$ cat config.mk
export PLATFORM = sky130hd
export DESIGN_NAME = mem_wb_stage
export DESIGN_NICKNAME = d
export VERILOG_FILES = /design/src/mem_cfg.svh /design/src/cpu_pkg.sv /design/src/mem_wb_stage.sv
export SDC_FILE = /design/constraint.sdc
export NUM_CORES = 1
export LEC_CHECK = 0
export ABC_AREA = 1
export BUFFER_PORTS_ARGS = -buffer_cell sky130_fd_sc_hd__buf_2
export CORE_MARGIN = 2
export CORE_UTILIZATION = 45
export CTS_BUF_LIST = sky130_fd_sc_hd__clkbuf_4
export DETAILED_ROUTE_END_ITERATION = 10
export HOLD_SLACK_MARGIN = 0.08
export PLACE_DENSITY_LB_ADDON = 0.12
export SETUP_SLACK_MARGIN = 0.3
export SLEW_MARGIN = 20
export SYNTH_ARGS = -nofsm -noshare
export SYNTH_HDL_FRONTEND = slang
export SYNTH_SLANG_ARGS = --single-unit
export TNS_END_PERCENT = 100
$ cat constraint.sdc
create_clock -name clk -period 5 [get_ports clk]
set_input_delay 0 -clock clk [delete_from_list [all_inputs] [get_ports clk]]
set_output_delay 0 -clock clk [all_outputs]
set_load 0.02 [all_outputs]
$ cat src/mem_cfg.svh
`ifndef MEM_CFG_SVH
`define MEM_CFG_SVH

// ####################
// Data RAM
// ####################

// Size of the data RAM in 32-bit words.
`define MEM_DEPTH_WORDS 256

// Extra stall cycles added to every RAM read or write.
// Zero gives a single-cycle memory.
`define MEM_WAIT_STATES 1

`endif

$ cat src/cpu_pkg.sv
package cpu_pkg;

	// Widths with a meaning.
	typedef logic [31:0] word_t;
	typedef logic [4:0]  reg_addr_t;

	// Bit n enables byte lane n, bits 8n+7 to 8n.
	typedef logic [3:0]  byte_sel_t;

	// ####################
	// Operations
	// ####################

	typedef enum logic [3:0] {
		OP_NOP,
		OP_LB,
		OP_LBU,
		OP_LH,
		OP_LHU,
		OP_LW,
		OP_LWL,
		OP_LWR,
		OP_LL,
		OP_SB,
		OP_SH,
		OP_SW,
		OP_SC,
		OP_ALU
	} oper_t;

	// Memory request held in the EX/MEM latch.
	typedef struct packed {
		logic      ce;
		logic      we;
		word_t     addr;
		byte_sel_t sel;
		word_t     wdata;
	} mem_access_req_t;

	// Register file write request.
	typedef struct packed {
		logic      we;
		reg_addr_t waddr;
		word_t     wdata;
	} reg_write_req_t;

	// ####################
	// Data bus
	// ####################

	typedef struct packed {
		word_t     address;
		logic      read;
		logic      write;
		byte_sel_t mask;
		word_t     data_wr;
	} bus_req_t;

	typedef struct packed {
		word_t data_rd;
		logic  stall;
	} bus_resp_t;

endpackage

$ cat src/mem_wb_stage.sv
`timescale 1ns/1ps

module mem_wb_stage (
	input  logic                    clk,
	input  logic                    rst,
	input  logic                    stall_i,
	input  cpu_pkg::oper_t          op_i,
	input  cpu_pkg::reg_write_req_t wr_i,
	output cpu_pkg::reg_write_req_t wb_o,
	output logic                    ll_bit_o
);

	import cpu_pkg::*;

	// MEM/WB latch, a bubble while memory stalls.
	always_ff @(posedge clk)
	begin
		if (rst)
			wb_o.we <= 1'b0;
		else if (stall_i)
			wb_o.we <= 1'b0;
		else
			wb_o <= wr_i;
	end

	// LL bit.
	// Set as an LL retires, cleared as an SC retires.
	always_ff @(posedge clk)
	begin
		if (rst)
			ll_bit_o <= 1'b0;
		else if (!stall_i)
		begin
			if (op_i == OP_LL)
				ll_bit_o <= 1'b1;
			else if (op_i == OP_SC)
				ll_bit_o <= 1'b0;
		end
	end

endmodule

; ---- Yosys cells after proc, flatten, opt, wreduce, memory -nomap -nowiden
; Index checks and enable logic that the tools add are counted.
[totals]
romBits = 0
mem_count = 0
ram_bits = 0
out_inout_bits = 39
latch_bits = 0
wordCells = 14
ff_bits = 39
[op_classes]
multipliers = 0
eq_ne = 2
n_bitwise = 2
n_reduce_logical = 4
shift = 0
magnitude_cmp = 0
mux = 2
addsub = 0
div_mod_pow = 0
[ops]
columns = cell, n
row1 = "equality test 4 bit, second input constant", 2
row2 = AND reduction 2 bit, 2
row3 = two-way mux 1 bit, 2
row4 = inverter 1 bit, 2
row5 = nonzero test 2 bit, 1
row6 = OR reduction 2 bit, 1

; ---- Longest topological paths before layout
[logic_depth]
ltp_word = 3
ltp_mapped = 5
ltp_nobuf = 5

; ---- Least setup slack after synthesis
; Ideal clock, no wire load.
[synth_timing]
kind = input to register
startpoint = input port rst
endpoint = register wb_o[0] (netlist name) (enable)
stages = 1
n_path_buf = 0
path_slack_ns = 3.001
arrival_ns = 1.567
cell_sequence = nor2_1
[synth_via]
elab_chain_cells = 2
[synth_rtl]
columns = element, line_no
row1 = start: declaration, mem_wb_stage.sv:5  ; input logic rst,
row2 = inverter 1 bit (no line), -
row3 = AND reduction 2 bit (no line), -
row4 = end signal: assignment, mem_wb_stage.sv:23  ; wb_o <= wr_i;
row5 = end: declaration, mem_wb_stage.sv:9  ; output cpu_pkg::reg_write_req_t wb_o,
; No other way between the ends.
; A chain may end at the register's enable or synchronous reset.

; ---- Final worst setup path
[layout_timing]
startpoint = input port op_i[2]
endpoint = register ll_bit_o
[layout_via]
elab_chain_cells = 3
[layout_rtl]
columns = element, line_no
row1 = start: declaration, mem_wb_stage.sv:7  ; input cpu_pkg::oper_t op_i,
row2 = "equality test 4 bit, on equally long branches", "mem_wb_stage.sv:34, mem_wb_stage.sv:36"
row3 = nonzero test 2 bit (no line), -
row4 = AND reduction 2 bit (no line), -
row5 = end signal: assignment, mem_wb_stage.sv:31  ; ll_bit_o <= 1'b0;
row6 = end signal: assignment, mem_wb_stage.sv:35  ; ll_bit_o <= 1'b1;
row7 = end signal: assignment, mem_wb_stage.sv:37  ; ll_bit_o <= 1'b0;
row8 = end: declaration, mem_wb_stage.sv:10  ; output logic ll_bit_o
; Several ways; a longest one is shown, not always the timed one.

==> run summary <==
The run finished with clean final reports. Data on the critical path is required at its endpoint by 5.23 ns. STA classifies the critical path endpoint as a flop. After synthesis, the most frequently instantiated cells are 37 x sky130_fd_sc_hd__edfxtp_1, 2 x sky130_fd_sc_hd__dfxtp_1, 2 x sky130_fd_sc_hd__inv_1, 2 x sky130_fd_sc_hd__nor2_1, 2 x sky130_fd_sc_hd__nor2_2. TritonCTS built the clock tree. The clock-pin transition on the worst setup and hold timing paths is 0.11 ns. The proportion of register bits with asynchronous set or reset after synthesis came out at 0. The worst slew slack as a fraction of its limit came out at 0.3585. The total negative setup slack came out at 0 ns. The number of antenna diodes in the final layout is 0. Setup violations remaining at the end of the flow were counted as 0. Counting the fill cells in the layout gives 136. Entering global routing, the biggest net connects 38 pins. The via count is 928. The share of final-layout standard cells stronger than drive strength 1 is 0.5055. The total CTS buffers is 5. The sequential share of the synthesized area came out at 0.9593. The dominant cell type by count on the critical path is sky130_fd_sc_hd__dlygate4sd3_1. The combinational family with the most area after synthesis is simple AND/OR/NAND/NOR gates. The number of cell rows came out at 18. The placer congestion estimate came out at 0.6995. The cell area power density is 295.1 mW/mm^2. The worst setup path is launched from an input port. The final cycle utilization of the critical path came out at 0.3366. The critical path is of the in2reg type.

Setup repair after global routing left no endpoint under its margin. By instance count, the leading cell after synthesis is sky130_fd_sc_hd__edfxtp_1. The TritonCTS sink count came out at 39.

Broken down by cell family, the worst path's largest delay share belongs to buffers and inverters. The detailed-route wire length is 2.882 mm. In this run the worst path has a maximum fanout of 1. The share of cell area taken by muxes after synthesis is 0.

The clock period minus worst slack came out at 1.683 ns. The transition time at the pin with the least slew margin is 0.9599 ns. The via count of the first global-routing pass is 980. The count of nets left with antenna violations after detail routing came out at 0.

The post-synthesis share of cell area spent on full adders, half adders and majority gates came out at 0. The fraction of synthesized cell area in xor and xnor cells came out at 0. The basic-gate share of the synthesized area counting and, or, nand and nor cells came out at 0.03024. The fmax is 594.2 MHz. The count of flip-flops with a built-in enable after synthesis came out at 37. The first-pass GRT wire length came out at 4.360 mm.

By area the synthesized netlist is led by sky130_fd_sc_hd__edfxtp_1 93%, sky130_fd_sc_hd__dfxtp_1 3.3%, sky130_fd_sc_hd__nor2_2 1.0%. The clock insertion delay at the later pin of the skew report is 0.33 ns. After synthesis, the mean cell area works out to 24.49 um^2. The cell count after synthesis came out at 49. The slowest stage of the critical path is the sky130_fd_sc_hd__dlygate4sd3_1 cell.

The number of port buffers came out at 83. The source of the worst hold timing path is stall_i. The delay contributed by the slowest stage of the critical path is 0.57 ns. In this run the static leakage power is 0.0009261 uW. The core footprint came out at 0.002500 mm^2. The share of the synthesized area in the top cell type came out at 0.9260. The critical register-to-register path startpoint is ll_bit_o. The tool flagged a number of max-cap violations equal to 0.

After the first detailed-routing iteration, the DRC count stood at 25. The wire length per cell after detailed routing is 13.59 um. The largest area contributor in the netlist is sky130_fd_sc_hd__edfxtp_1. For this run, design rule violations remaining after detail routing come to 0.

The clock root buffer master is sky130_fd_sc_hd__clkbuf_4. The count of boundary I/O pins came out at 84. The die area is 0.003095 mm^2.

In this run the worst setup path begins at op_i[2]. The number of max-slew violations in the final report came out at 0. The number of buffer and inverter instances along the worst setup path came out at 4. The area overhead of the layout relative to synthesis came out at 77.79%.

Traced cell by cell, the critical path runs through dlygate4sd3_1, buf_2, nand3_1, dlygate4sd3_1, nand2_1, nor2_1, dlygate4sd3_1. The mean number of vias per cell came out at 4.377. The initial antenna violation count was 0. The arrival time at the worst endpoint came out at 1.91 ns.

The horizontal die dimension came out at 55.64 um. Among all flip-flop cells after synthesis, the most frequent one is sky130_fd_sc_hd__edfxtp_1. In this run the worst hold path is classified as in2reg. The area of the mapped netlist is 0.001200 mm^2.

The effective utilization at floorplan came out at 0.4800. The number of library cell types mapped by synthesis came out at 9. The die height is 55.64 um. The maximum root-to-sink buffer count came out at 2. Detailed placement ended at an HPWL of 1.787 mm. The H-tree was split into 2 levels. The number of synthesized register bits is 39. The peak supply drop came out at 0.2482 mV.

The total number of nets in the final design is 226. The post-CTS setup repair buffer count is 0. The count of endpoints failing hold in the final timing report is 0. The total congestion overflow is 0. The Yosys step of the flow raised 0 warnings. The overall track demand over capacity in global routing is 0.1948. Synthesis produced a netlist with a net count of 94. Measured on the finished design, the core utilization comes to 0.8534. The final clock skew is 0 ns. The number of optimization iterations in the first detailed-route pass is 3. The synthesized-area fraction occupied by ao, oa, aoi and oai cells is 0.004171. The reg-to-reg setup timing slack came out at 3.85 ns.
## kinds of logic (layout without fill, tap and decap cells)
group | Yosys count | in the layout
buffers and inverters | 2 | 135
flip-flops | 39 | 39
AO/OA/AOI/OAI | 1 | 1
AND/OR/NAND/NOR | 7 | 7
## power breakdown
group / switching (uW) / internal, uW / leakage, uW
logic: 50.3 / 47.2 / 0.000532
clock network: 88.5 / 57.5 / 0.0000307
registers: 5.25 / 381 / 0.000364
## worst paths after layout
| kind | cells past startpoint | end |
|---|---|---|
| max | 7 | ll_bit_o |
| max reg2reg | 3 | ll_bit_o |
| min reg2reg | 3 | ll_bit_o |
| min | 2 | wb_o[26] |
## flip-flops by register name (all words and copies together) (netlist names)
signal,flops
ll_bit_o,1
wb_o,38
## metrics by stage
step	total power, uW	area, um^2	cells	setup WS (ns)	hold WS, ns
floorplan	428.0	1200	49	3.001	0.07508
global placement	463.6	1660	162	3.731	0.1761
detailed placement	466.6	1660	162	3.706	0.1781
CTS	636.6	2133	212	3.372	0.1687
global route	662.4	2133	212	3.282	0.1891
finish	629.6	2133	212	3.317	0.2083
## per-layer routing
| layer | global-route usage | vias to the layer above | wire length [um] |
|---|---|---|---|
| li1 | - | 451 | - |
| met1 | 0.2077 | 416 | 1089 |
| met2 | 0.3316 | 61 | 1494 |
| met3 | 0.1023 | 0 | 298 |
| met4 | 0.06272 | 0 | 0 |
| met5 | 0 | - | 0 |
## timing repair
| item | in CTS | in global routing |
|---|---|---|
| gates resized for setup | 0 | 0 |
| hold endpoints to repair | 39 | 0 |
| hold buffers | 42 | 0 |
| setup endpoints to repair | 0 | 0 |
## layout make-up
class	instances	area [um^2]	share of cell area
clock buffer	6	45.04	0.02111
inverter	2	7.507	0.003519
multi-input combinational	8	48.80	0.02287
tap	30	37.54	0.01760
timing repair buffer	125	835.8	0.3918
sequential	39	1151	0.5396
clock inverter	2	7.507	0.003519
## cell usage in the layout, fill, tap and decap left out
cell type / count
sky130_fd_sc_hd__buf_2: 83
sky130_fd_sc_hd__nor2_4: 1
sky130_fd_sc_hd__a21oi_1: 1
sky130_fd_sc_hd__clkinv_1: 2
sky130_fd_sc_hd__nor3b_1: 1
sky130_fd_sc_hd__dlygate4sd3_1: 42
sky130_fd_sc_hd__edfxtp_1: 37
sky130_fd_sc_hd__nor2_2: 2
sky130_fd_sc_hd__clkbuf_4: 6
sky130_fd_sc_hd__nand3_1: 1
sky130_fd_sc_hd__nand2_1: 1
sky130_fd_sc_hd__inv_1: 2
sky130_fd_sc_hd__dfxtp_1: 2
sky130_fd_sc_hd__nor2_1: 1
Note: power is estimated with default switching activity, not from simulation.
