[src/mem_cfg.svh]
`ifndef MEM_CFG_SVH
`define MEM_CFG_SVH

// ####################
// Data RAM
// ####################

// Size of the data RAM in 32-bit words.
`define MEM_DEPTH_WORDS 256

// Extra stall cycles added to every RAM read or write.
// Zero gives a single-cycle memory.
`define MEM_WAIT_STATES 1

`endif

[src/cpu_pkg.sv]
package cpu_pkg;

	// Widths with a meaning.
	typedef logic [31:0] word_t;
	typedef logic [4:0]  reg_addr_t;

	// Bit n enables byte lane n, bits 8n+7 to 8n.
	typedef logic [3:0]  byte_sel_t;

	// ####################
	// Operations
	// ####################

	typedef enum logic [3:0] {
		OP_NOP,
		OP_LB,
		OP_LBU,
		OP_LH,
		OP_LHU,
		OP_LW,
		OP_LWL,
		OP_LWR,
		OP_LL,
		OP_SB,
		OP_SH,
		OP_SW,
		OP_SC,
		OP_ALU
	} oper_t;

	// Memory request held in the EX/MEM latch.
	typedef struct packed {
		logic      ce;
		logic      we;
		word_t     addr;
		byte_sel_t sel;
		word_t     wdata;
	} mem_access_req_t;

	// Register file write request.
	typedef struct packed {
		logic      we;
		reg_addr_t waddr;
		word_t     wdata;
	} reg_write_req_t;

	// ####################
	// Data bus
	// ####################

	typedef struct packed {
		word_t     address;
		logic      read;
		logic      write;
		byte_sel_t mask;
		word_t     data_wr;
	} bus_req_t;

	typedef struct packed {
		word_t data_rd;
		logic  stall;
	} bus_resp_t;

endpackage

[src/cpu_mem.sv]
`timescale 1ns/1ps

module cpu_mem (
	input  logic                     rst,
	input  logic                     ll_bit_i,
	input  cpu_pkg::oper_t           op_i,
	input  cpu_pkg::mem_access_req_t memory_req_i,
	input  cpu_pkg::reg_write_req_t  wr_i,
	output cpu_pkg::reg_write_req_t  wr_o,
	output cpu_pkg::bus_req_t        bus_req_o,
	input  cpu_pkg::bus_resp_t       bus_resp_i,
	output logic                     stall_req_o
);

	import cpu_pkg::*;

	logic [1:0] addr_offset;
	logic [4:0] rd_shamt;
	logic [4:0] lwl_shamt;
	byte_sel_t  merge_sel;
	word_t      merge_mask;
	word_t      aligned_data_rd;
	word_t      unaligned_data_rd;
	word_t      unaligned_word;
	word_t      sign_ext_byte;
	word_t      sign_ext_half;
	word_t      zero_ext_byte;
	word_t      zero_ext_half;

	assign stall_req_o = bus_resp_i.stall;

	// ####################
	// Load alignment
	// ####################

	assign addr_offset     = memory_req_i.addr[1:0];
	assign rd_shamt        = {addr_offset, 3'b000};
	assign lwl_shamt       = {~addr_offset, 3'b000};
	assign aligned_data_rd = bus_resp_i.data_rd >> rd_shamt;

	assign sign_ext_byte = {{24{aligned_data_rd[7]}}, aligned_data_rd[7:0]};
	assign sign_ext_half = {{16{aligned_data_rd[15]}}, aligned_data_rd[15:0]};
	assign zero_ext_byte = {24'b0, aligned_data_rd[7:0]};
	assign zero_ext_half = {16'b0, aligned_data_rd[15:0]};

	// LWL fills the top lanes of rt, LWR the bottom ones.
	assign unaligned_data_rd = (op_i == OP_LWL) ? (bus_resp_i.data_rd << lwl_shamt)
	                                            : aligned_data_rd;

	// LWR sel names memory lanes, shifted down to register lanes here.
	assign merge_sel  = (op_i == OP_LWR) ? (memory_req_i.sel >> addr_offset)
	                                     : memory_req_i.sel;
	assign merge_mask = {{8{merge_sel[3]}}, {8{merge_sel[2]}},
	                     {8{merge_sel[1]}}, {8{merge_sel[0]}}};

	// Request wdata carries rt for LWL and LWR.
	assign unaligned_word = (memory_req_i.wdata & ~merge_mask) |
	                        (unaligned_data_rd & merge_mask);

	// ####################
	// Bus and result
	// ####################

	always_comb
	begin
		if (rst)
		begin
			wr_o      = '0;
			bus_req_o = '0;
		end
		else if (memory_req_i.ce)
		begin
			bus_req_o.address = {memory_req_i.addr[31:2], 2'b00};
			bus_req_o.mask    = memory_req_i.sel;
			wr_o.waddr        = wr_i.waddr;
			if (memory_req_i.we)
			begin
				bus_req_o.read    = 1'b0;
				bus_req_o.write   = 1'b1;
				bus_req_o.data_wr = memory_req_i.wdata;
				if (op_i == OP_SC)
				begin
					// Store only while the link holds.
					bus_req_o.write = ll_bit_i;
					wr_o.we         = wr_i.we;
					wr_o.wdata      = {31'b0, ll_bit_i};
				end
				else
				begin
					wr_o.we    = 1'b0;
					wr_o.wdata = '0;
				end
			end
			else
			begin
				bus_req_o.read    = 1'b1;
				bus_req_o.write   = 1'b0;
				bus_req_o.data_wr = '0;
				wr_o.we           = wr_i.we;
				case (op_i)
					OP_LB:          wr_o.wdata = sign_ext_byte;
					OP_LBU:         wr_o.wdata = zero_ext_byte;
					OP_LH:          wr_o.wdata = sign_ext_half;
					OP_LHU:         wr_o.wdata = zero_ext_half;
					OP_LWL, OP_LWR: wr_o.wdata = unaligned_word;
					default:        wr_o.wdata = aligned_data_rd;
				endcase
			end
		end
		else
		begin
			wr_o      = wr_i;
			bus_req_o = '0;
		end
	end

endmodule

[config.mk]
export PLATFORM = sky130hd
export DESIGN_NAME = cpu_mem
export DESIGN_NICKNAME = d
export VERILOG_FILES = /design/src/mem_cfg.svh /design/src/cpu_pkg.sv /design/src/cpu_mem.sv
export SDC_FILE = /design/constraint.sdc
export NUM_CORES = 1
export LEC_CHECK = 0
export ABC_AREA = 1
export BUFFER_PORTS_ARGS = -buffer_cell sky130_fd_sc_hd__buf_4
export CORE_ASPECT_RATIO = 2
export CORE_MARGIN = 8
export CORE_UTILIZATION = 43
export DETAILED_ROUTE_END_ITERATION = 16
export PLACE_DENSITY = 0.85
export SYNTH_ARGS = -nofsm -noshare
export SYNTH_HDL_FRONTEND = slang
export SYNTH_SLANG_ARGS = --single-unit
[constraint.sdc]
create_clock -name vclk -period 1.5
set_input_delay 0.075 -clock vclk [all_inputs]
set_output_delay 0.075 -clock vclk [all_outputs]
set_load 0.01 [all_outputs]
# After elaboration in Yosys (flattened, before gate mapping)

Cells that the tools add are included.

Flip-flop bits (word level): 0
Input bits: 147
Output and inout port bits: 109
Word-level logic and storage cells: 30

Equality and inequality tests: 7
Bitwise operators: 5
Reduce and logical (&&, ||, !) cells: 1
Muxes and demuxes: 14
Shifts and indexed selects: 3

Operators by type and width:

| operator                                                              | count |
|---|---|
| 32-bit case mux with 5 select lines                                   | 1 |
| 70-bit 2-to-1 mux                                                     | 2 |
| 32-bit 2-to-1 mux                                                     | 3 |
| 38-bit 2-to-1 mux                                                     | 2 |
| 32-bit AND                                                            | 2 |
| 32-bit inverter                                                       | 1 |
| 32-bit OR                                                             | 1 |
| 32-bit by 5-bit << shifter with 32-bit output                         | 1 |
| 32-bit by 5-bit right shift with 32-bit output                        | 1 |
| 4-bit by 3-bit equality test with 1-bit output, second input constant | 3 |
| 4-bit by 2-bit equality test with 1-bit output, second input constant | 2 |
| 4-bit by 1-bit equality test with 1-bit output, second input constant | 1 |
| 4-bit equality test, second input constant                            | 1 |
| 1-bit 2-to-1 mux                                                      | 4 |
| 4-bit 2-to-1 mux                                                      | 1 |
| 4-bit by 2-bit right shift with 4-bit output                          | 1 |
| 2-bit 2-to-1 mux                                                      | 1 |
| 2-bit inverter                                                        | 1 |
| 2-bit OR reduction                                                    | 1 |

# Depth between registers and ports, before layout

Depth after elaboration: 9
Depth in mapped cells: 15
Gate-level depth less buffers: 12

# Worst setup path before layout

OpenSTA, ideal clock, no wires.

Kind: input -> output
From: in memory_req_i[36] in the netlist's numbering
To: out wr_o[16] in the netlist's numbering
Path buffers: 3
Slack: 0.228 ns
Stages: 13
Data arrival time: 1.197 ns
Required time: 1.425 ns
Path through: buf_4 inv_4 buf_6 buf_6 nand2_1 and2_1 nor2_1 nand2_1 nand3_1 nand3_1 nand2_1 nand2_1 nand2_1

RTL lines:

| item               | line         | source |
|---|---|---|
| start: declaration | cpu_mem.sv:7 | `input cpu_pkg::mem_access_req_t memory_req_i,` |
| end: declaration   | cpu_mem.sv:9 | `output cpu_pkg::reg_write_req_t wr_o,` |

==> flow_summary_export.csv <==
group,metric,value,unit
outcome,status,"finished clean",
placement,dp_hpwl,15500,microns
logic_synthesis,avgSynthCellArea,4.12,sq um
logic_synthesis,yosysWarnings,0,
sta,fin_crit,1.47,ns
floorplanning,io_pins,256,
route,drtPass1Iterations,5,
cells_and_area,seq_area,0,sq um
setup_path,path_max_fanout,10,
placement,preCtsSetupSlack,-0.0547,ns
global_route,grt_pass1_wl,28300,microns
setup_path,crit_family,"simple AND/OR/NAND/NOR gates",
min_path,hold_path_depth,0,
sta,hold_violations,0,
global_route,gr-total-overflow,0,
run,maxCapViolCount,0,
pwr,power_switching,0.000948,W
cells_and_area,diodes,0,
sta,fin_setup_tns,0,ns
placement,portBuffers,252,
min_path,worstHoldStart,"bus_resp_i[0]",
setup_path,path_cells,"buf_8, or2_4, o211ai_4, buf_6, nor2_2, nor2_1, nand2_1, nand2_1, nand2_1, buf_6",
logic_synthesis,synthTopCellsByCount,"376 x nand2_1, 167 x nor2_1, 105 x inv_1",
logic_synthesis,synth-seq-area-share,0,
pwr,intPower,0.000821,W
clock_network,cts_hold_buffers,0,
global_route,grt_max_degree,45,
pwr,total_power,0.00177,W
pwr,seq_power_share,0,
pwr,p_leak,3.84,nW
global_route,grt_util_all_layers,0.306,
route,vias,6213,
sta,max_freq,0.681,GHz
setup_path,critPathLaunchType,"primary input",
min_path,hold_end,"stall_req_o",
floorplanning,start_util,0.439,
sta,finalSetupViolations,0,
logic_synthesis,synth_top_area_frac,0.410,
sta,fin_crit_sh,0.979,
min_path,min_path_type,"primary input to primary output",
logic_synthesis,yosys.cell_count.top_type,"nand2_1",
cells_and_area,nets,1260,
cells_and_area,final_cells,1207,
setup_path,crit_required,1.42,ns
logic_synthesis,syn_inst,835,
setup_path,endpoint_kind,"primary output",
setup_path,crit_buf_inv,3,
pwr,cellPowerDensity,283,nW/um^2
floorplanning,die_height,142,microns
cells_and_area,clock_buffers,0,
pwr,pwr-share-comb,1.000,
cells_and_area,nFlopsAndLatches,0,
setup_path,crit_type,"primary input to primary output",
logic_synthesis,syn_area,3440,sq um
setup_path,critPathMostFrequentCell,"nand2_1",
pwr,clockPowerShare,0,
setup_path,critPathMaxStageDelay,0.30,ns
floorplanning,row_count,46,
cells_and_area,area_growth,81.6,%
placement,gp_congestion,1.03,
setup_path,crit_arrival,1.39,ns
sta,final_max_slew_viol_count,0,
logic_synthesis,synth.area.top_cells,"nand2_1 41%, nor2_1 18%, inv_1 11%, nand3_1 11%, buf_2 1.9%",
floorplanning,core-area,7830,sq um
setup_path,cpMaxStageDelayCell,"o211ai_4",
route,ant_nets,0,
route,wl,19100,microns
global_route,grt_antenna_before_repair,0,
logic_synthesis,yosys.area.top_type,"nand2_1",
sta,rsz0062_at_grt,"yes",
sta,worst_slack,0.0311,ns
floorplanning,die_w,79.2,microns
route,drt_iter0_markers,347,
cells_and_area,fin_util,0.798,
route,vias_per_cell,5.15,
cells_and_area,drive_above_1_share,0.366,
placement,dp_cells,1198,
global_route,grt_pass1_vias,5967,
route,drcViolationCount,0,
pwr,switching_share,0.536,
logic_synthesis,yosysUniqueCellTypes,29,
floorplanning,dieArea,11300,sq um
pwr,peakVddDrop,180,uV
route,wl_per_cell,15.8,microns
## worst max path at each step
| stage | from | to | slack (ns) | depth (start not counted) |
|---|---|---|---|---|
| after floorplan | memory_req_i[36] | wr_o[16] | 0.23 | 13 |
| after global placement | op_i[3] | wr_o[22] | -0.05 | 10 |
| after detailed placement | memory_req_i[36] | wr_o[22] | -0.05 | 14 |
| after CTS | op_i[3] | wr_o[31] | -0.02 | 14 |
| after global routing | op_i[0] | wr_o[11] | -0.06 | 12 |
| final | op_i[3] | wr_o[16] | 0.03 | 10 |
## power groups by stage
stage                     Sequential, W  Clock, W  Combinational [W]
after floorplan                       0         0           0.000778
after global placement                0         0            0.00155
after detailed placement              0         0            0.00158
after CTS                             0         0            0.00159
after global routing                  0         0            0.00191
final                                 0         0            0.00177
## routing by layer
layer	track usage	up-vias	wire [microns]
met3	0.0677	60	1830
li1	-	3046	-
met2	0.552	383	9480
met5	0	-	0
met4	0.136	0	1030
met1	0.324	2724	6720
## area by class of cell
cell class,count,area (sq um)
Tap cell,96,120
Fill cell,628,1580
Timing Repair Buffer,320,2570
Inverter,110,430
Multi-Input combinational cell,681,3120
## layout by cell type (no fill, tap or decap), types with 2 or more instances in the layout
cell type  count
nand2_1      356
buf_4        289
nor2_1       149
inv_1        101
nand3_1       68
buf_6         24
nand2_2       19
nor2_2        17
nand3_2        9
nand2_4        8
o21ai_1        7
o21ai_0        7
a21oi_2        6
nand4_1        6
inv_2          5
nor2_4         5
nand2_8        4
and2_1         4
buf_12         4
o21ai_2        3
inv_4          2
a21oi_1        2
nand3_4        2
conb_1         2
buf_8          2
## cells by family (layout without fill, tap and decap cells)
logic type      count (synthesis)  count (layout)  synth area share
simple gates                  649             649             0.762
buf+inv                       155             430             0.188
compound gates                 30              30            0.0491
other cells                     1               2           0.00109
## metrics by stage
stage               hold slack [ns]  cell area, sq um
floorplan                     0.233              3440
global placement              0.150              5730
detailed placement            0.150              5730
CTS                           0.150              5770
global route                  0.150              6250
finish                        0.150              6250
## timing repair
item | CTS | global route
endpoints found under the hold margin | 0 | 0
endpoints found under the setup margin | 20 | 32
gates resized for setup | 9 | 115
setup buffers | 0 | 7
pin swaps | 2 | 28
cloned | 0 | 2
Power figures use the tool's default switching activity.
