===== config.mk =====
export PLATFORM = sky130hd
export DESIGN_NAME = mem_addr_gen
export DESIGN_NICKNAME = d
export VERILOG_FILES = /design/src/mem_cfg.svh /design/src/cpu_pkg.sv /design/src/mem_addr_gen.sv
export SDC_FILE = /design/constraint.sdc
export NUM_CORES = 1
export LEC_CHECK = 0
export ABC_AREA = 1
export ABC_CLOCK_PERIOD_IN_PS = 7100
export BUFFER_PORTS_ARGS = -buffer_cell sky130_fd_sc_hd__buf_2
export CORE_MARGIN = 2
export CORE_UTILIZATION = 54
export CTS_BUF_LIST = sky130_fd_sc_hd__clkbuf_2 sky130_fd_sc_hd__clkbuf_4 sky130_fd_sc_hd__clkbuf_8
export CTS_CLUSTER_DIAMETER = 60
export DETAILED_ROUTE_END_ITERATION = 6
export PLACE_DENSITY = 0.84
export SLEW_MARGIN = 25
export SYNTH_ARGS = -nofsm -noshare
export SYNTH_HDL_FRONTEND = slang
export SYNTH_SLANG_ARGS = --single-unit
export TNS_END_PERCENT = 100

===== constraint.sdc =====
create_clock -name clk -period 7.1 [get_ports clk]
set_clock_uncertainty 0.1 [all_clocks]
set_input_delay 1.42 -clock clk [delete_from_list [all_inputs] [get_ports clk]]
set_output_delay 1.42 -clock clk [all_outputs]
set_load 0.005 [all_outputs]

===== src/mem_cfg.svh =====
`ifndef MEM_CFG_SVH
`define MEM_CFG_SVH

// ####################
// Data RAM
// ####################

// Size of the data RAM in 32-bit words.
`define MEM_DEPTH_WORDS 256

// Extra stall cycles added to every RAM read or write.
// Zero gives a single-cycle memory.
`define MEM_WAIT_STATES 1

`endif


===== src/cpu_pkg.sv =====
package cpu_pkg;

	// Widths with a meaning.
	typedef logic [31:0] word_t;
	typedef logic [4:0]  reg_addr_t;

	// Bit n enables byte lane n, bits 8n+7 to 8n.
	typedef logic [3:0]  byte_sel_t;

	// ####################
	// Operations
	// ####################

	typedef enum logic [3:0] {
		OP_NOP,
		OP_LB,
		OP_LBU,
		OP_LH,
		OP_LHU,
		OP_LW,
		OP_LWL,
		OP_LWR,
		OP_LL,
		OP_SB,
		OP_SH,
		OP_SW,
		OP_SC,
		OP_ALU
	} oper_t;

	// Memory request held in the EX/MEM latch.
	typedef struct packed {
		logic      ce;
		logic      we;
		word_t     addr;
		byte_sel_t sel;
		word_t     wdata;
	} mem_access_req_t;

	// Register file write request.
	typedef struct packed {
		logic      we;
		reg_addr_t waddr;
		word_t     wdata;
	} reg_write_req_t;

	// ####################
	// Data bus
	// ####################

	typedef struct packed {
		word_t     address;
		logic      read;
		logic      write;
		byte_sel_t mask;
		word_t     data_wr;
	} bus_req_t;

	typedef struct packed {
		word_t data_rd;
		logic  stall;
	} bus_resp_t;

endpackage


===== src/mem_addr_gen.sv =====
`timescale 1ns/1ps

module mem_addr_gen (
	input  logic                     clk,
	input  logic                     rst,
	input  logic                     stall_i,
	input  logic                     valid_i,
	input  cpu_pkg::oper_t           op_i,
	input  cpu_pkg::word_t           base_i,
	input  logic [15:0]              offset_i,
	input  cpu_pkg::word_t           rt_i,
	input  cpu_pkg::reg_addr_t       waddr_i,
	output cpu_pkg::oper_t           op_o,
	output cpu_pkg::mem_access_req_t req_o,
	output cpu_pkg::reg_write_req_t  wr_o
);

	import cpu_pkg::*;

	oper_t           op_d;
	word_t           eff_addr;
	logic [1:0]      byte_off;
	mem_access_req_t req_d;
	reg_write_req_t  wr_d;

	assign op_d     = valid_i ? op_i : OP_NOP;
	assign eff_addr = base_i + {{16{offset_i[15]}}, offset_i};
	assign byte_off = eff_addr[1:0];

	// ####################
	// Decode
	// ####################

	// Halfword and word accesses drop the misaligned address bits.
	always_comb
	begin
		req_d.ce    = 1'b0;
		req_d.we    = 1'b0;
		req_d.addr  = eff_addr;
		req_d.sel   = 4'b1111;
		req_d.wdata = '0;
		wr_d.we     = 1'b0;
		wr_d.waddr  = waddr_i;
		wr_d.wdata  = '0;
		case (op_d)
			OP_LB, OP_LBU:
			begin
				req_d.ce = 1'b1;
				wr_d.we  = 1'b1;
			end
			OP_LH, OP_LHU:
			begin
				req_d.ce   = 1'b1;
				req_d.addr = {eff_addr[31:1], 1'b0};
				wr_d.we    = 1'b1;
			end
			OP_LW, OP_LL:
			begin
				req_d.ce   = 1'b1;
				req_d.addr = {eff_addr[31:2], 2'b00};
				wr_d.we    = 1'b1;
			end
			OP_LWL:
			begin
				req_d.ce    = 1'b1;
				req_d.sel   = 4'b1111 << ~byte_off;
				req_d.wdata = rt_i;
				wr_d.we     = 1'b1;
			end
			OP_LWR:
			begin
				req_d.ce    = 1'b1;
				req_d.sel   = 4'b1111 << byte_off;
				req_d.wdata = rt_i;
				wr_d.we     = 1'b1;
			end
			OP_SB:
			begin
				req_d.ce    = 1'b1;
				req_d.we    = 1'b1;
				req_d.sel   = 4'b0001 << byte_off;
				req_d.wdata = {4{rt_i[7:0]}};
			end
			OP_SH:
			begin
				req_d.ce    = 1'b1;
				req_d.we    = 1'b1;
				req_d.addr  = {eff_addr[31:1], 1'b0};
				req_d.sel   = 4'b0011 << {eff_addr[1], 1'b0};
				req_d.wdata = {2{rt_i[15:0]}};
			end
			OP_SW, OP_SC:
			begin
				req_d.ce    = 1'b1;
				req_d.we    = 1'b1;
				req_d.addr  = {eff_addr[31:2], 2'b00};
				req_d.wdata = rt_i;
				wr_d.we     = (op_d == OP_SC);
			end
			// result of a non-memory op arrives on rt
			OP_ALU:
			begin
				wr_d.we    = 1'b1;
				wr_d.wdata = rt_i;
			end
			default:
			begin
				req_d.sel = 4'b0000;
			end
		endcase
	end

	// EX/MEM latch.
	always_ff @(posedge clk)
	begin
		if (rst)
		begin
			op_o     <= OP_NOP;
			req_o.ce <= 1'b0;
			req_o.we <= 1'b0;
			wr_o.we  <= 1'b0;
		end
		else if (!stall_i)
		begin
			op_o  <= op_d;
			req_o <= req_d;
			wr_o  <= wr_d;
		end
	end

endmodule


# ---- Word-level counts from Yosys, hierarchy flattened
# Cells that the tools add are included.
dict set report totals {
  register_bits 112
  latch_bits 0
  mem_bits_rw 0
  rom_bits 0
  input_bits 93
  n_memories 0
}
dict set report classes {
  n_addsub 1
  mul 0
  div_mod_pow 0
  n_lt_le_gt_ge 0
  n_eq_ne 13
  n_shift 4
  muxes 7
  bitwise_logic 3
  reduce_logical 9
}
# cell count
set ops {}
lappend ops {{one-hot mux 32 bit (3 select lines)} 1}
lappend ops {{adder 32 bit} 1}
lappend ops {{== test 4 bit (second input constant)} 6}
lappend ops {{one-hot mux 4 bit (5 select lines)} 1}
lappend ops {{OR reduction 9 bit} 2}
lappend ops {{== test 4 x 3 -> 1 bit (second input constant)} 4}
lappend ops {{OR reduction 12 bit} 1}
lappend ops {{OR reduction 4 bit} 3}
lappend ops {{== test 4 x 2 -> 1 bit (second input constant)} 2}
lappend ops {{left shift 4 x 2 -> 4 bit (first input constant)} 2}
lappend ops {{== test 4 x 1 -> 1 bit (second input constant)} 1}
lappend ops {{2-to-1 mux 4 bit} 1}
lappend ops {{one-hot mux 2 bit (2 select lines)} 1}
lappend ops {{left shift 1 x 2 -> 4 bit (first input constant)} 1}
lappend ops {{left shift 2 x 2 -> 4 bit (first input constant)} 1}
lappend ops {{OR reduction 3 bit} 1}
lappend ops {{2-to-1 mux 1 bit} 2}
lappend ops {{NOT 1 bit} 2}
lappend ops {{NOT 2 bit} 1}
lappend ops {{one-hot mux 1 bit (2 select lines)} 1}
lappend ops {{AND reduction 2 bit} 1}
lappend ops {{OR reduction 2 bit} 1}

# ---- Logic depth before layout (Yosys ltp)
# Gate-level depths: netlist of run 1.
dict set report depth {
  ltp_word 4
  mapped_depth 12
  depth_no_buf 12
}

# ---- Least setup slack after synthesis of run 1
# No wires, ideal clock.
dict set report synth_path {
  kind {in2reg}
  startpoint {input port rst}
  endpoint {register req_o[0] in the netlist's numbering (enable)}
  setup_time_ps 571
  arrival_time_ps 5797
  t_required_ps 6429
  path_slack_ps 632
  cell_stages 1
  n_path_buf 0
  path_cell_list {nor2_1}
}
dict set report synth_via {
  elab_chain_len 2
}
# element line_no
set synth_rtl {}
lappend synth_rtl {{from (decl)} mem_addr_gen.sv:5} ;# input logic rst,
lappend synth_rtl {{NOT 1 bit (no source line)} --}
lappend synth_rtl {{AND reduction 2 bit (no source line)} --}
lappend synth_rtl {{to (signal assigned)} mem_addr_gen.sv:126} ;# req_o <= req_d;
lappend synth_rtl {{to (decl)} mem_addr_gen.sv:14} ;# output cpu_pkg::mem_access_req_t req_o,
# No other way between the ends.
# A chain may end at the register's enable or synchronous reset.

# ---- Worst setup path in the final report of run 1
dict set report layout_path {
  startpoint {input port stall_i}
  endpoint {register req_o[9] in the netlist's numbering (enable)}
}
dict set report layout_via {
  elab_chain_len 2
}
# element line_no
set layout_rtl {}
lappend layout_rtl {{from (decl)} mem_addr_gen.sv:6} ;# input logic stall_i,
lappend layout_rtl {{NOT 1 bit (no source line)} --}
lappend layout_rtl {{AND reduction 2 bit (no source line)} --}
# No other way between the ends.

==> impl_metrics.py, run 1 <==
metrics = {
    "outcome": {
        "status": "finished, final reports clean",
    },
    "setup_path": {
        "required_ns": 7.00,
        "path_max_fanout": 64,
        "worst-setup-path-type": "input port to flop",
        "cp_slowest_cell": "buf_4",
        "endpoint_kind": "flop",
        "cp_top_family": "buffers and inverters",
        "cp_cell_sequence": "buf_2, nor2_4, buf_4, buf_4",
        "worstPathArrival_ns": 2.91,
        "slowest_delay_ns": 0.74,
        "path_common_cell": "buf_4",
        "critical_path_buf_inv_count": 3,
        "cp-start-kind": "input port",
    },
    "routing": {
        "wl_um": 16100,
        "detail-route-antenna-nets": 0,
        "drt-pass1-iter-count": 4,
        "drt_first_iter_violations": 424,
        "drc": 0,
        "vias": 5939,
        "routedWlPerCell_um": 13.7,
        "routed_via_density": 5.03,
    },
    "die": {
        "die_w_um": 115,
        "fp.dieArea_mm2": 0.0132,
        "core-area_mm2": 0.0120,
        "io_pins": 205,
        "start_util_pct": 55.4,
        "die_h_um": 115,
        "rows": 40,
    },
    "cells_and_area": {
        "seqCellArea_mm2": 0.00329,
        "multi_input_area_mm2": 0.00267,
        "antenna_cells": 0,
        "drive_gt1_share_pct": 24.7,
        "syn_to_final_growth_pct": 20.6,
        "n_fill_cell": 1012,
        "final_nets": 1154,
        "finalInstanceArea_mm2": 0.00803,
    },
    "clock_network": {
        "cts_setup_buffers": 0,
        "cts_max_path_buffers": 2,
        "clockRootBuffer": "clkbuf_8",
        "path_clk_slew_ns": 0.11,
        "htreeDepth": 3,
        "cts-resized-gates": 0,
        "cts_inserted_buffers": 9,
        "cts_num_sinks": 112,
        "cts_tree": "done",
        "cts_hold_buffers": 0,
        "clk_latency_ns": 0.37,
    },
    "place": {
        "placed_area_mm2": 0.00784,
        "routabilityCongestion": 0.902,
        "hpwl_um": 12800,
        "io_buffers": 204,
    },
    "logic_synthesis": {
        "syn-instance-count": 820,
        "syn_avg_cell_area_um2": 8.12,
        "synth-main-ff-cell": "edfxtp_1",
        "yosysMostFrequentCell": "nand2_1",
        "synth_common_cells": "nand2_1 (253), inv_1 (167), edfxtp_1 (105)",
        "synth_nets": 945,
        "ys_seq_elements": 112,
        "synth.distinct_cells": 31,
        "syn-cell-area_mm2": 0.00666,
        "seq_area_frac_synth_pct": 49.5,
        "synth_edf_count": 105,
        "async_flop_share_pct": 0,
        "synth_top_area_share_pct": 47.4,
        "synth_top_cell_by_area": "edfxtp_1",
        "synth_area_leaders": "edfxtp_1 (47%), nand2_1 (14%), inv_1 (9.4%)",
        "yosysWarnings": 0,
    },
    "pwr": {
        "power_mw": 1.51,
        "p_leak_nw": 4.13,
        "powerDensity_mw_per_mm2": 188,
        "vdd_drop_max_mv": 0.0778,
    },
    "global_route": {
        "grt_pass1_vias": 5438,
        "track_usage_pct": 24.0,
        "grt_max_degree": 65,
        "overflow": 0,
        "grt_pass1_wl_um": 24800,
        "antenna_found_initial": 0,
    },
    "sta": {
        "slew_violations": 0,
        "tns_ns": 0,
        "max_freq_mhz": 333,
        "worst_pin_slew_ns": 0.781,
        "period_share_pct": 42.3,
        "max_slew_margin_pct": 47.9,
        "rsz0062_at_grt": "false",
        "final-hold-violation-count": 0,
        "setup_viol": 0,
        "timing.final.crit_period_ns": 3.01,
    },
    "worst_hold_path": {
        "hp-class": "flop to flop",
    },
    "flow_run": {
        "drv_cap": 0,
    },
}
cell usage in the layout, fill, tap and decap left out, types with 7 or more instances in the layout:
cell type  synthesis  final
nor2_1            93     92
clkbuf_8           0      9
inv_1            167    167
o22ai_2            8      8
buf_2              2    204
edfxtp_1         105    105
o21ai_0           12     12
nand3_1           38     38
o21ai_2           14     14
dfxtp_1            7      7
ha_1              31     31
o22ai_1            8      8
a21oi_1           29     29
xor2_1            12     12
nand2_1          253    253
per-stage QoR:
| stage | worst slack, ns | util (%) | hold slack, ns | cells |
|---|---|---|---|---|
| after floorplan | 0.632 | - | 0.419 | 820 |
| after global placement | 3.73 | 65.2 | 0.408 | 1165 |
| after detailed placement | 3.72 | 65.2 | 0.427 | 1165 |
| after CTS | 4.10 | 66.8 | 0.449 | 1180 |
| after global routing | 4.00 | 66.8 | 0.481 | 1180 |
| final | 4.09 | 66.8 | 0.450 | 1180 |
metal layers:
metal | global-route usage, % | share of wire [%]
met2 | 42.5 | 49
met4 | 10.2 | 2.8
met3 | 3.16 | 7.1
met1 | 29.5 | 41
met5 | 0 | 0
worst paths after layout:
check                         startpoint  cells past startpoint                     end  slack (ns)
setup reg to reg   wr_o[37]$_SDFFE_PP0N_                      2   wr_o[37]$_SDFFE_PP0N_        6.33
hold reg to reg   req_o[68]$_SDFFE_PP0N_                      2  req_o[68]$_SDFFE_PP0N_        0.45
setup / recovery                 stall_i                      4      req_o[9]$_DFFE_PP_        4.09
hold / removal    req_o[68]$_SDFFE_PP0N_                      2  req_o[68]$_SDFFE_PP0N_        0.45
worst min-delay path, stage by stage, from the launching register on:
cell	delay [ns]
dfxtp_1	0.34
o21ai_0	0.09
nor2_1	0.09
kinds of logic (layout without fill, tap and decap cells):
family	Yosys count	count (layout)	synth area share, %
adders and majority gates	32	32	6.13
AOI/OAI and AO/OA	81	81	8.23
buffers and inverters	182	395	10.6
xor gates and xnor gates	15	15	1.97
DFF	112	112	49.5
and+or+nand+nor	398	398	23.6
registers in the layout (all words and copies together) (netlist names):
name,flops
op_o,4
req_o,70
wr_o,38
power by group:
part | total, mW | internal [mW] | switching, mW
Combinational | 0.330 | 0.127 | 0.203
Clock | 0.380 | 0.164 | 0.216
Sequential | 0.796 | 0.781 | 0.0144
Total | 1.51 | 1.07 | 0.433
cell type report:
cell class	count	share of cell area (%)
repair buffers	207	13.0
multi-input cells	526	33.2
flip-flops and latches	112	41.0
well taps	147	2.29
clock buffers	9	1.54
inverters	173	8.09
clock inverters	6	0.842
Power figures use the tool's default switching activity.
==> run 2: changes to the inputs <==
- ABC_CLOCK_PERIOD_IN_PS: 7100 -> 2410
- CORE_UTILIZATION: 54 -> 48
- PLACE_DENSITY: 0.84 -> 0.79
- clock period: 7.1 -> 2.41 ns (I/O delays scaled with it)
==> impl_metrics.py, run 2 (synthesis results as in run 1) <==
metrics = {
    "worst_hold_path": {
        "whs_path_depth": 1,
        "holdPathEnd": "wr_o[36]$_DFFE_PP_",
        "hp-class": "input port to flop",
        "worstHoldStart": "waddr_i[4]",
    },
    "cells_and_area": {
        "fin_cells": 1219,
        "drive_gt1_share_pct": 25.1,
        "final_nets": 1159,
        "final_cell_mix": "nand2_1 (253), buf_2 (204), inv_1 (167), edfxtp_1 (105), nor2_1 (92)",
        "layout_commonest_cell": "nand2_1",
        "syn_to_final_growth_pct": 22.1,
        "antenna_cells": 0,
        "largest_reg_flops": 70,
        "n_fill_cell": 1276,
        "finalInstanceArea_mm2": 0.00813,
        "top_register": "req_o",
        "reg_top3": "req_o (70), wr_o (38), op_o (4)",
    },
    "sta": {
        "tns_ns": 0,
        "period_share_pct": 82.2,
        "max_freq_mhz": 505,
        "timing.final.crit_period_ns": 1.98,
        "worst_pin_slew_ns": 0.479,
        "rsz0062_at_grt": "false",
        "whs_ns": 0.181,
        "slew_violations": 0,
        "setup_viol": 0,
        "max_slew_margin_pct": 68.1,
        "final-hold-violation-count": 0,
    },
    "setup_path": {
        "worstPathArrival_ns": 2.02,
        "ff2ff_path_depth": 2,
        "path_common_cell": "nand2_1",
        "reg2reg_slack_ns": 1.64,
        "worst-setup-path-type": "input port to flop",
        "regToRegEndpoint": "wr_o[37]$_SDFFE_PP0N_",
        "path_max_fanout": 17,
        "slowest_delay_ns": 0.46,
        "cp-start-kind": "input port",
        "r2r_start": "wr_o[37]$_SDFFE_PP0N_",
        "cp_cell_sequence": "buf_2, ha_1, nand2_1, nor2_1, nand2_1, nor2_1, nand2_1, nand4_1, nand2_1",
        "required_ns": 2.45,
        "cp_slowest_cell": "ha_1",
        "endpoint_kind": "flop",
    },
    "place": {
        "placed_area_mm2": 0.00794,
        "hpwl_um": 12700,
        "routabilityCongestion": 0.912,
        "io_buffers": 204,
        "post-place-cells": 1203,
    },
    "clock_network": {
        "cts_num_sinks": 112,
        "clk_latency_ns": 0.36,
        "cts_hold_buffers": 0,
        "cts_setup_buffers": 0,
        "cts_max_path_buffers": 2,
        "clockRootBuffer": "clkbuf_8",
        "cts_inserted_buffers": 9,
        "cts_tree": "done",
        "path_clk_slew_ns": 0.11,
        "cts-resized-gates": 0,
        "htreeDepth": 3,
    },
    "flow_run": {
        "drv_cap": 0,
    },
    "global_route": {
        "grt_pass1_vias": 5426,
        "grt_pass1_wl_um": 25100,
        "antenna_found_initial": 0,
        "overflow": 0,
        "grt_max_degree": 89,
        "track_usage_pct": 21.6,
    },
    "die": {
        "rows": 43,
        "io_pins": 205,
        "start_util_pct": 48.5,
        "die_h_um": 122,
        "core-area_mm2": 0.0137,
        "fp.dieArea_mm2": 0.0148,
        "die_w_um": 122,
    },
    "routing": {
        "vias": 5932,
        "wl_um": 16100,
        "drt_first_iter_violations": 487,
        "routedWlPerCell_um": 13.2,
        "drc": 0,
        "drt-pass1-iter-count": 5,
        "routed_via_density": 4.87,
        "detail-route-antenna-nets": 0,
    },
    "pwr": {
        "p_leak_nw": 4.16,
        "powerDensity_mw_per_mm2": 542,
        "power_mw": 4.40,
        "vdd_drop_max_mv": 0.255,
    },
    "outcome": {
        "status": "finished, final reports clean",
    },
}
run 2: final cells by class:
class / count / area, um2 / area share, %
clock buffer: 10 / 131 / 1.62
tap: 180 / 225 / 2.77
clock inverter: 6 / 53.8 / 0.662
multi-input combinational: 526 / 2670 / 32.8
timing repair buffer: 212 / 1110 / 13.6
sequential: 112 / 3290 / 40.5
inverter: 173 / 649 / 7.99
run 2: layer usage:
metal | global-route usage [%] | up-vias | part of all wire (%)
met4 | 8.19 | 0 | 2.6
met1 | 27.3 | 2650 | 42
met5 | 0 | - | 0
met3 | 3.56 | 34 | 6.9
met2 | 37.2 | 224 | 48
li1 | - | 3024 | -
run 2: power breakdown:
group	switching, mW	internal (mW)	total (mW)
clock	0.671	0.405	1.08
sequential	0.0410	2.30	2.34
combinational	0.600	0.383	0.983
total	1.31	3.09	4.40
run 2: worst max-delay path, delay by kind of cell:
family,cells,cell delay [ns]
AND/OR/NAND/NOR,7,0.86
buffers and inverters,1,0.22
adder cells (fa/ha/maj),1,0.46
run 2: worst max-delay path by stage:
stage                  from  depth (start not counted)                   to  slack, ns
2_1_floorplan       stall_i                          1   req_o[0]$_DFFE_PP_      -0.14
6_report       offset_i[15]                          9  req_o[61]$_DFFE_PP_       0.43
3_3_place_gp   offset_i[15]                          9  req_o[61]$_DFFE_PP_        0.1
4_1_cts           base_i[0]                         12  req_o[64]$_DFFE_PP_       0.50
5_1_grt           base_i[0]                         12  req_o[52]$_DFFE_PP_       0.29
3_5_place_dp      base_i[0]                         12  req_o[56]$_DFFE_PP_       0.09
run 2: metrics by stage:
stage,utilization [%],setup WS (ns)
6_report,59.2,0.429
3_5_place_dp,57.9,0.0852
5_1_grt,59.2,0.287
2_1_floorplan,-,-0.138
3_3_place_gp,57.9,0.0986
4_1_cts,59.2,0.503
==> run 3: changes to the inputs <==
- ABC_AREA: 1 -> 0
- ABC_CLOCK_PERIOD_IN_PS: 2410 -> 1700
- CORE_UTILIZATION: 48 -> 47
- clock period: 2.41 -> 1.7 ns (I/O delays scaled with it)
==> impl_metrics.py, run 3 <==
metrics = {
    "outcome": {
        "status": "finished, violations left",
        "violations": "negative setup slack",
    },
    "clock_network": {
        "cts_max_path_buffers": 2,
        "cts_inserted_buffers": 9,
        "clockRootBuffer": "clkbuf_8",
        "path_clk_slew_ns": 0.11,
        "clk_latency_ns": 0.37,
        "cts_tree": "done",
        "cts_hold_buffers": 0,
        "htreeDepth": 3,
        "cts_num_sinks": 112,
    },
    "cells_and_area": {
        "top_register": "req_o",
        "drive_gt1_share_pct": 50.9,
        "largest_reg_flops": 70,
        "final_cell_mix": "buf_2 (199), buf_4 (119), edfxtp_1 (105), and2_1 (32)",
        "fin_cells": 1034,
        "layout_commonest_cell": "buf_2",
        "finalInstanceArea_mm2": 0.00905,
        "reg_top3": "req_o (70), wr_o (38), op_o (4)",
        "final_nets": 981,
        "syn_to_final_growth_pct": 51.1,
    },
    "pwr": {
        "vdd_drop_max_mv": 0.394,
        "p_clk_share_pct": 22.7,
        "combPwrFrac_pct": 28.5,
        "p_sw_mw": 1.97,
        "p_leak_nw": 3.84,
        "p_sw_share_pct": 28.9,
        "p_int_mw": 4.86,
        "seqPwrFrac_pct": 48.7,
        "powerDensity_mw_per_mm2": 754,
    },
    "routing": {
        "detail-route-antenna-nets": 0,
        "routed_via_density": 5.28,
        "drt_first_iter_violations": 433,
        "wl_um": 16700,
        "drc": 0,
        "drt-pass1-iter-count": 4,
        "routedWlPerCell_um": 16.2,
        "vias": 5464,
    },
    "global_route": {
        "busiest_layer": "met2",
        "gr-usage-met1_pct": 27.8,
        "antenna_found_initial": 1,
        "track_usage_pct": 23.8,
        "grt_pass1_vias": 5274,
        "grt_use_met3_pct": 4.02,
        "grt_pass1_wl_um": 25100,
        "grt_max_degree": 58,
        "use_met2_pct": 43.6,
        "overflow": 0,
    },
    "setup_path": {
        "required_ns": 1.73,
        "worst-setup-path-type": "input port to flop",
        "endpoint_kind": "flop",
        "path_max_fanout": 3,
        "cp-start-kind": "input port",
        "worstPathArrival_ns": 2.29,
    },
    "sta": {
        "layout_setup_ws_ns": -0.565,
        "period_share_pct": 133,
        "max_slew_margin_pct": 47.3,
        "setup_viol": 24,
        "slew_violations": 0,
        "max_freq_mhz": 441,
        "tns_ns": -8.62,
        "final-hold-violation-count": 0,
        "timing.final.crit_period_ns": 2.27,
        "whs_ns": 0.0394,
        "worst_pin_slew_ns": 0.787,
        "rsz0062_at_grt": "true",
    },
    "logic_synthesis": {
        "synth_common_cells": "edfxtp_1 (105), nor2_1 (38), a21oi_1 (37)",
        "synth.distinct_cells": 52,
        "synth_nets": 650,
        "synth_top_cell_by_area": "edfxtp_1",
        "synth-main-ff-cell": "edfxtp_1",
        "ys_seq_elements": 112,
        "synth_area_leaders": "edfxtp_1 (53%), ha_1 (6.5%), and2_1 (3.3%)",
        "yosysWarnings": 0,
        "synth_top_area_share_pct": 52.6,
        "syn-cell-area_mm2": 0.00599,
        "seq_area_frac_synth_pct": 55.0,
        "syn-instance-count": 525,
        "synth_edf_count": 105,
        "async_flop_share_pct": 0,
        "syn_avg_cell_area_um2": 11.4,
        "yosysMostFrequentCell": "edfxtp_1",
    },
    "place": {
        "hpwl_um": 12800,
        "post-place-cells": 1004,
        "io_buffers": 204,
        "routabilityCongestion": 0.893,
        "placed_area_mm2": 0.00846,
    },
    "die": {
        "die_w_um": 117,
        "rows": 41,
        "die_h_um": 117,
        "start_util_pct": 47.9,
        "core-area_mm2": 0.0125,
        "io_pins": 205,
        "fp.dieArea_mm2": 0.0137,
    },
    "worst_hold_path": {
        "hp-class": "input port to flop",
    },
    "flow_run": {
        "drv_cap": 0,
    },
}
run 3: per-layer routing:
metal / share of wire [%] / vias up
met5: 0 / -
met4: 2.0 / 0
met3: 7.6 / 28
met2: 51 / 260
met1: 39 / 2536
li1: - / 2640
run 3: worst paths after layout:
path / slack [ns] / to / depth (start not counted) / start
worst max-delay path: -0.57 / req_o[66]$_DFFE_PP_ / 11 / offset_i[0]
worst min-delay path: 0.04 / wr_o[33]$_DFFE_PP_ / 1 / waddr_i[1]
worst max register to register: 0.92 / req_o[68]$_SDFFE_PP0N_ / 2 / req_o[68]$_SDFFE_PP0N_
worst min register to register: 0.37 / req_o[69]$_SDFFE_PP0N_ / 2 / req_o[69]$_SDFFE_PP0N_
run 3: timing repair:
| action | CTS | global route |
|---|---|---|
| buffers inserted | 14 | 2 |
| pin swaps | 37 | 25 |
| setup endpoints to repair | 23 | 25 |
| resized for setup | 42 | 16 |
| hold endpoints to repair | 0 | 0 |
run 3: cell type report:
class                           instances  area [um2]
Antenna cell                            1        2.50
Clock inverter                          7        76.3
Timing Repair Buffer                  345        2260
Inverter                               16        60.1
Fill cell                             886        3460
Clock buffer                            9         124
Multi-Input combinational cell        372        3030
Sequential cell                       112        3290
Tap cell                              172         215
run 3: power groups by stage:
stage | Combinational [mW] | Clock (mW) | Sequential [mW]
after floorplan | 0.878 | 0 | 3.42
after global placement | 1.70 | 0 | 3.38
after detailed placement | 1.75 | 0 | 3.39
after CTS | 1.89 | 1.60 | 3.33
after global routing | 2.11 | 1.67 | 3.35
final | 1.95 | 1.55 | 3.33
run 3: logic make-up after synthesis:
| family | synth area share, % |
|---|---|
| xor gates and xnor gates | 4.53 |
| and+or+nand+nor | 14.7 |
| buffers and inverters | 2.65 |
| AOI/OAI and AO/OA | 16.4 |
| adders and majority gates | 6.81 |
| DFF | 55.0 |
run 3: stage by stage:
stage	total power, mW	utilization (%)	setup slack [ns]
CTS	6.81	71.6	-0.559
global route	7.13	72.3	-0.609
floorplan	4.29	-	-0.855
finish	6.83	72.3	-0.565
global placement	5.09	67.6	-1.03
detailed placement	5.14	67.6	-1.06
run 3: worst max-delay path, cell delays in order:
cell	delay (ns)
buf_6	0.10
ha_4	0.15
inv_2	0.05
fa_2	0.24
nor2b_4	0.05
o2111a_1	0.25
or4b_4	0.51
nor3b_4	0.18
o211ai_2	0.17
o21ai_1	0.09
xor2_1	0.14
